**config.mk**
```make
export PLATFORM = sky130hd
export DESIGN_NAME = whirlpool_ctrl
export DESIGN_NICKNAME = d
export VERILOG_FILES = /design/src/common/whirlpool_ctrl_pkg.sv /design/src/common/whirlpool_data_pkg.sv /design/src/whirlpool_ctrl.sv
export VERILOG_INCLUDE_DIRS = /design/src /design/src/common
export SDC_FILE = /design/constraint.sdc
export NUM_CORES = 1
export LEC_CHECK = 0
export BUFFER_PORTS_ARGS = -buffer_cell sky130_fd_sc_hd__buf_2
export CAP_MARGIN = 10
export CORE_AREA = 5 5 42 44
export DETAILED_ROUTE_END_ITERATION = 7
export DIE_AREA = 0 0 47 49
export PLACE_DENSITY = 0.54
export SYNTH_ARGS = -nofsm -noshare
export SYNTH_HDL_FRONTEND = slang
export SYNTH_SLANG_ARGS = --single-unit
export TNS_END_PERCENT = 30
```
**constraint.sdc**
```tcl
create_clock -name clk -period 4.64 [get_ports clk]
set_clock_uncertainty 0.15 [all_clocks]
set_input_delay 0.232 -clock clk [delete_from_list [all_inputs] [get_ports clk]]
set_output_delay 0.232 -clock clk [all_outputs]
set_load 0.05 [all_outputs]
```
**src/common/whirlpool_defines.svh**
```systemverilog
`ifndef WHIRLPOOL_DEFINES_SVH
`define WHIRLPOOL_DEFINES_SVH

// Number of W-cipher rounds per compression.
`define WP_ROUNDS 10

// Width of a message block, the chaining value and the cipher state.
`define WP_BLOCK_BITS 512

// Round counter width, enough for 1 to WP_ROUNDS.
`define WP_ROUND_BITS 4

`endif

```
**src/common/whirlpool_ctrl_pkg.sv**
```systemverilog
`default_nettype none

package whirlpool_ctrl_pkg;

    // Command opcodes on the top-level command port.
    typedef enum logic [1:0] {
        CMD_INIT   = 2'd0,
        CMD_LOAD   = 2'd1,
        CMD_ABSORB = 2'd2
    } cmd_t;

    // Sequencing FSM states.
    typedef enum logic [1:0] {
        ST_IDLE   = 2'd0,
        ST_RUN    = 2'd1,
        ST_FINISH = 2'd2
    } ctrl_state_t;

endpackage

`default_nettype wire

```
**src/common/whirlpool_data_pkg.sv**
```systemverilog
`default_nettype none

`include "whirlpool_defines.svh"

package whirlpool_data_pkg;

    // Indexed [row][col]; [0][0] is the first byte of the block.
    typedef logic [0:7][0:7][7:0] byte_matrix_t;

    // Current round, 1 to WP_ROUNDS.
    typedef logic [`WP_ROUND_BITS-1:0] round_idx_t;

endpackage

`default_nettype wire

```
**src/whirlpool_ctrl.sv**
```systemverilog
`timescale 1ns/1ps
`default_nettype none

`include "whirlpool_defines.svh"

module whirlpool_ctrl (
    input  wire                             clk,
    input  wire                             reset,
    input  wire                             cmd_valid,
    input  whirlpool_ctrl_pkg::cmd_t        cmd,
    output logic                            busy,
    output logic                            done,
    output logic                            chain_clear,
    output logic                            chain_load,
    output logic                            absorb_start,
    output logic                            absorb_finish,
    output logic                            cipher_step,
    output whirlpool_data_pkg::round_idx_t  round
);

    whirlpool_ctrl_pkg::ctrl_state_t state;
    logic                            accept;

    // Commands are only taken in idle; anything else is dropped.
    assign accept        = cmd_valid && (state == whirlpool_ctrl_pkg::ST_IDLE);
    assign chain_clear   = accept && (cmd == whirlpool_ctrl_pkg::CMD_INIT);
    assign chain_load    = accept && (cmd == whirlpool_ctrl_pkg::CMD_LOAD);
    assign absorb_start  = accept && (cmd == whirlpool_ctrl_pkg::CMD_ABSORB);
    assign absorb_finish = (state == whirlpool_ctrl_pkg::ST_FINISH);
    assign cipher_step   = (state == whirlpool_ctrl_pkg::ST_RUN);
    assign busy          = (state != whirlpool_ctrl_pkg::ST_IDLE);

    always_ff @(posedge clk) begin
        if (reset) begin
            state <= whirlpool_ctrl_pkg::ST_IDLE;
            round <= 4'd1;
            done  <= 1'b0;
        end else begin
            done <= (state == whirlpool_ctrl_pkg::ST_FINISH);
            case (state)
                whirlpool_ctrl_pkg::ST_IDLE: begin
                    if (absorb_start) begin
                        state <= whirlpool_ctrl_pkg::ST_RUN;
                        round <= 4'd1;
                    end
                end
                whirlpool_ctrl_pkg::ST_RUN: begin
                    // One round per cycle, last one at WP_ROUNDS.
                    if (round == `WP_ROUNDS) begin
                        state <= whirlpool_ctrl_pkg::ST_FINISH;
                    end else begin
                        round <= round + 4'd1;
                    end
                end
                whirlpool_ctrl_pkg::ST_FINISH: begin
                    state <= whirlpool_ctrl_pkg::ST_IDLE;
                end
                default: begin
                    state <= whirlpool_ctrl_pkg::ST_IDLE;
                end
            endcase
        end
    end

endmodule

`default_nettype wire

```
# Yosys cells after proc, flatten, opt, wreduce, memory -nomap -nowiden
# Cells that the tools add are included.
# classes
eq_ne	8
addsub	1
muxes	6
n_reduce_logical	10
# ops
cell	count
$mux 4	2
$pmux 4 s2	1
$add 4x1->4 const B	1
$eq 2x1->1 const B	2
$eq 2x2->1 const B	2
$eq 4x4->1 const B	1
$logic_and 1x1->1	4
$logic_not 2->1	2
$mux 2	2
$ne 2x2->1 const B	2
$pmux 2 s2	1
$reduce_bool 2->1	2
$reduce_and 3->1	1
$ne 2x1->1 const B	1
$reduce_and 2->1	1
# totals
wordCells	28
inputBits	5
regBits	7
output_inout_bits	11

# Logic depth before layout (Yosys ltp)
# depth
word_depth	5
depth_mapped	5
ltp_nobuf	5

# Worst setup path before layout
# No wires, ideal clock.
# synth_timing
path_type	register to output
from	reg state[1]
to	out chain_clear
setup_slack_ns	1.804
t_required_ns	4.258
arrival_ns	2.454
path_stages_with_launch	3
path_buffers	0
path_cell_list	dfxtp_1 or2_2 nor4b_1
# synth_via
elab_chain_len	3
# synth_lines
element	line	source
start: declaration	whirlpool_ctrl.sv:21	whirlpool_ctrl_pkg::ctrl_state_t state;
start signal: assignment	whirlpool_ctrl.sv:35	state <= whirlpool_ctrl_pkg::ST_IDLE;
start signal: assignment	whirlpool_ctrl.sv:43	state <= whirlpool_ctrl_pkg::ST_RUN;
start signal: assignment	whirlpool_ctrl.sv:50	state <= whirlpool_ctrl_pkg::ST_FINISH;
$logic_not 2->1	whirlpool_ctrl.sv:25	assign accept = cmd_valid && (state == whirlpool_ctrl_pkg::ST_IDLE);
$logic_and 1x1->1	whirlpool_ctrl.sv:25	
$logic_and 1x1->1	whirlpool_ctrl.sv:26	assign chain_clear = accept && (cmd == whirlpool_ctrl_pkg::CMD_INIT);
end: declaration	whirlpool_ctrl.sv:13	output logic chain_clear,
# Every way passes these cells.

# Worst setup path in the final report
# Same ends and word-level chain as after synthesis.

==> results.sh <==
export IMPL_synth_seq_cells=7
export IMPL_start_kind="flop"
export IMPL_cts_sinks=7
export IMPL_dp_hpwl_um=650
export IMPL_cts_root_buf="clkbuf_4"
export IMPL_hold_viol_final=0
export IMPL_diodes=0
export IMPL_syn_num_nets=50
export IMPL_status="completed"
export IMPL_worst_pin_slew_ns=0.263
export IMPL_ios=16
export IMPL_tns_ns=0
export IMPL_synthAdderAreaFrac_pct=6.69
export IMPL_rrSetupSlack_ns=2.80
export IMPL_drcViolationCount=0
export IMPL_fmax_ghz=0.529
export IMPL_nets=70
export IMPL_synth_top_area_share_pct=37.5
export IMPL_via_count=372
export IMPL_place_area_sq_um=469
export IMPL_worstSetupPathType="flop to output port"
export IMPL_drive_above_1_share_pct=35.5
export IMPL_rsz0062_at_grt="false"
export IMPL_hp_class="primary input to flop"
export IMPL_r2r_end="round[3]"
export IMPL_postCtsResizedCells=0
export IMPL_power_density_nw_per_um2=287
export IMPL_fp_dieH_um=49
export IMPL_ys_seq_area_share_pct=37.5
export IMPL_syn_instance_count=43
export IMPL_ir_worst_vdd_mv=0.147
export IMPL_synth_simple_area_share_pct=34.1
export IMPL_leakage_nw=0.238
export IMPL_pre_cts_ws_ns=2.80
export IMPL_synth_compound_gate_area_share_pct=14.7
export IMPL_hold_depth=2
export IMPL_coreArea_sq_um=1400
export IMPL_drtIter0Drc=8
export IMPL_drtAntennaViolNets=0
export IMPL_synth_area_top_cells="dfxtp_1 (37%), ha_1 (6.7%), nor2_1 (5.0%)"
export IMPL_row_count=14
export IMPL_grt_pass1_wl_um=1370
export IMPL_grt_pass1_vias=336
export IMPL_htreeDepth=1
export IMPL_numPlacedInstances=74
export IMPL_fin_cells=78
export IMPL_fin_crit_ns=1.89
export IMPL_total_power_mw=0.142
export IMPL_path_max_fanout=8
export IMPL_final_common_cell="buf_2"
export IMPL_synth_top_cell_by_area="dfxtp_1"
export IMPL_slew_headroom_pct=82.5
export IMPL_gp_congestion=0.762
export IMPL_min_period_over_period_pct=40.8
export IMPL_setup_violations=0
export IMPL_yosys_warnings=0
export IMPL_synth_xor_area_share_pct=0
export IMPL_endpoint_kind="output port"
export IMPL_die_area_sq_um=2300
export IMPL_die_x_um=47
export IMPL_synth_avg_cell_area_sq_um=8.70
export IMPL_hold_buffers=0
export IMPL_reg2regPathDepth=5
export IMPL_synth_top_family_by_area="simple AND/OR/NAND/NOR gates"
export IMPL_drt_first_pass_iters=3
export IMPL_cp_required_ns=4.26
export IMPL_setup_ws_ns=2.75
export IMPL_viasPerCell=4.77
export IMPL_post_cts_buffers=0
export IMPL_synth_cell_type_count=24
export IMPL_track_usage_pct=8.25
export IMPL_clk_latency_ns=0.25
export IMPL_portBuffers=15
export IMPL_min_to="round[2]"
export IMPL_overflow=0
export IMPL_reg2reg_from="round[0]"
export IMPL_hp_start="reset"
export IMPL_routedWlPerCell_um=10.9
export IMPL_initial_core_util_pct=26.7
export IMPL_routed_wl_um=848
export IMPL_antenna_found_initial=0
export IMPL_cts_tree="yes"
export IMPL_arrival_ns=1.51
export IMPL_syn_to_final_growth_pct=32.4
export IMPL_clock_path_buffers=2
export IMPL_clkSlewWorstSetupHoldPaths_ns=0.06
export IMPL_drv_slew=0
export IMPL_cts_buffers_inserted=3
export IMPL_final_cell_mix="buf_2 (15), dfxtp_1 (7), nor2_1 (5), inv_1 (4)"
export IMPL_synth_cell_area_sq_um=374
export IMPL_finish_instance_area_sq_um=495
export IMPL_yosys_mux_area_fraction_pct=3.01
export IMPL_grt_max_degree=9
export IMPL_cap_violations=0
## per-layer routing
metal / track usage [%] / routed length [um]
met5: 0 / 0
met4: 2.76 / 0
met3: 4.43 / 34
met2: 12.4 / 409
met1: 9.69 / 404
## per-stage QoR
stage | util, % | hold slack [ns]
2_1_floorplan | - | 0.151
3_3_place_gp | 33.5 | 0.357
3_5_place_dp | 33.5 | 0.359
4_1_cts | 35.4 | 0.0892
5_1_grt | 35.4 | 0.0921
6_report | 35.4 | 0.0915
## worst max-delay path by stage
stage               cells after the start  startpoint     endpoint  slack, ns
global placement                        5    round[0]     round[3]       2.84
CTS                                     3    state[1]  chain_clear       2.74
detailed placement                      5    round[0]     round[3]       2.80
floorplan                               2    state[1]  chain_clear       1.80
finish                                  3    state[1]  chain_clear       2.75
global route                            3    state[1]  chain_clear       2.63
## layout make-up
cell class,instances,area [sq um]
multi-input combinational,32,219
tap,16,20.0
fill,163,906
sequential,7,140
timing repair buffer,15,75.1
inverter,4,15.0
clock buffer,4,26.3
## sequential cells by signal, summed over array words and instances, names as in the netlist
register	flops
state	2
done	1
round	4
## cells by family (layout without fill, tap and decap cells)
| logic type | Yosys count | after routing |
|---|---|---|
| AOI/OAI and AO/OA | 7 | 7 |
| adders and majority gates | 2 | 2 |
| muxes | 1 | 1 |
| buffers and inverters | 4 | 23 |
| DFF | 7 | 7 |
| and+or+nand+nor | 22 | 22 |
## where the power goes
part	internal, mW	switching [mW]
combinational	0.00648	0.0162
clock	0.0329	0.0233
sequential	0.0614	0.00200
total	0.101	0.0415
## cell usage after synthesis
master / number
nor3b_1: 1
a22oi_1: 1
nor4_1: 1
and4b_4: 1
nor4b_1: 1
or3b_2: 1
nand3b_1: 1
nor2_1: 5
a311o_1: 1
nand3_1: 1
nor3_1: 3
nand2_1: 3
mux2_2: 1
ha_1: 2
a211oi_1: 1
dfxtp_1: 7
o211ai_1: 1
inv_1: 4
and2_1: 1
a21oi_1: 1
a32oi_1: 1
nor2b_1: 2
or2_2: 1
a211o_1: 1
## critical path: stages (launching register included)
cell and delay, ns:
dfxtp_1 0.37, or2_2 0.35, nor4b_1 0.23, buf_2 0.31
Power figures use the tool's default switching activity.
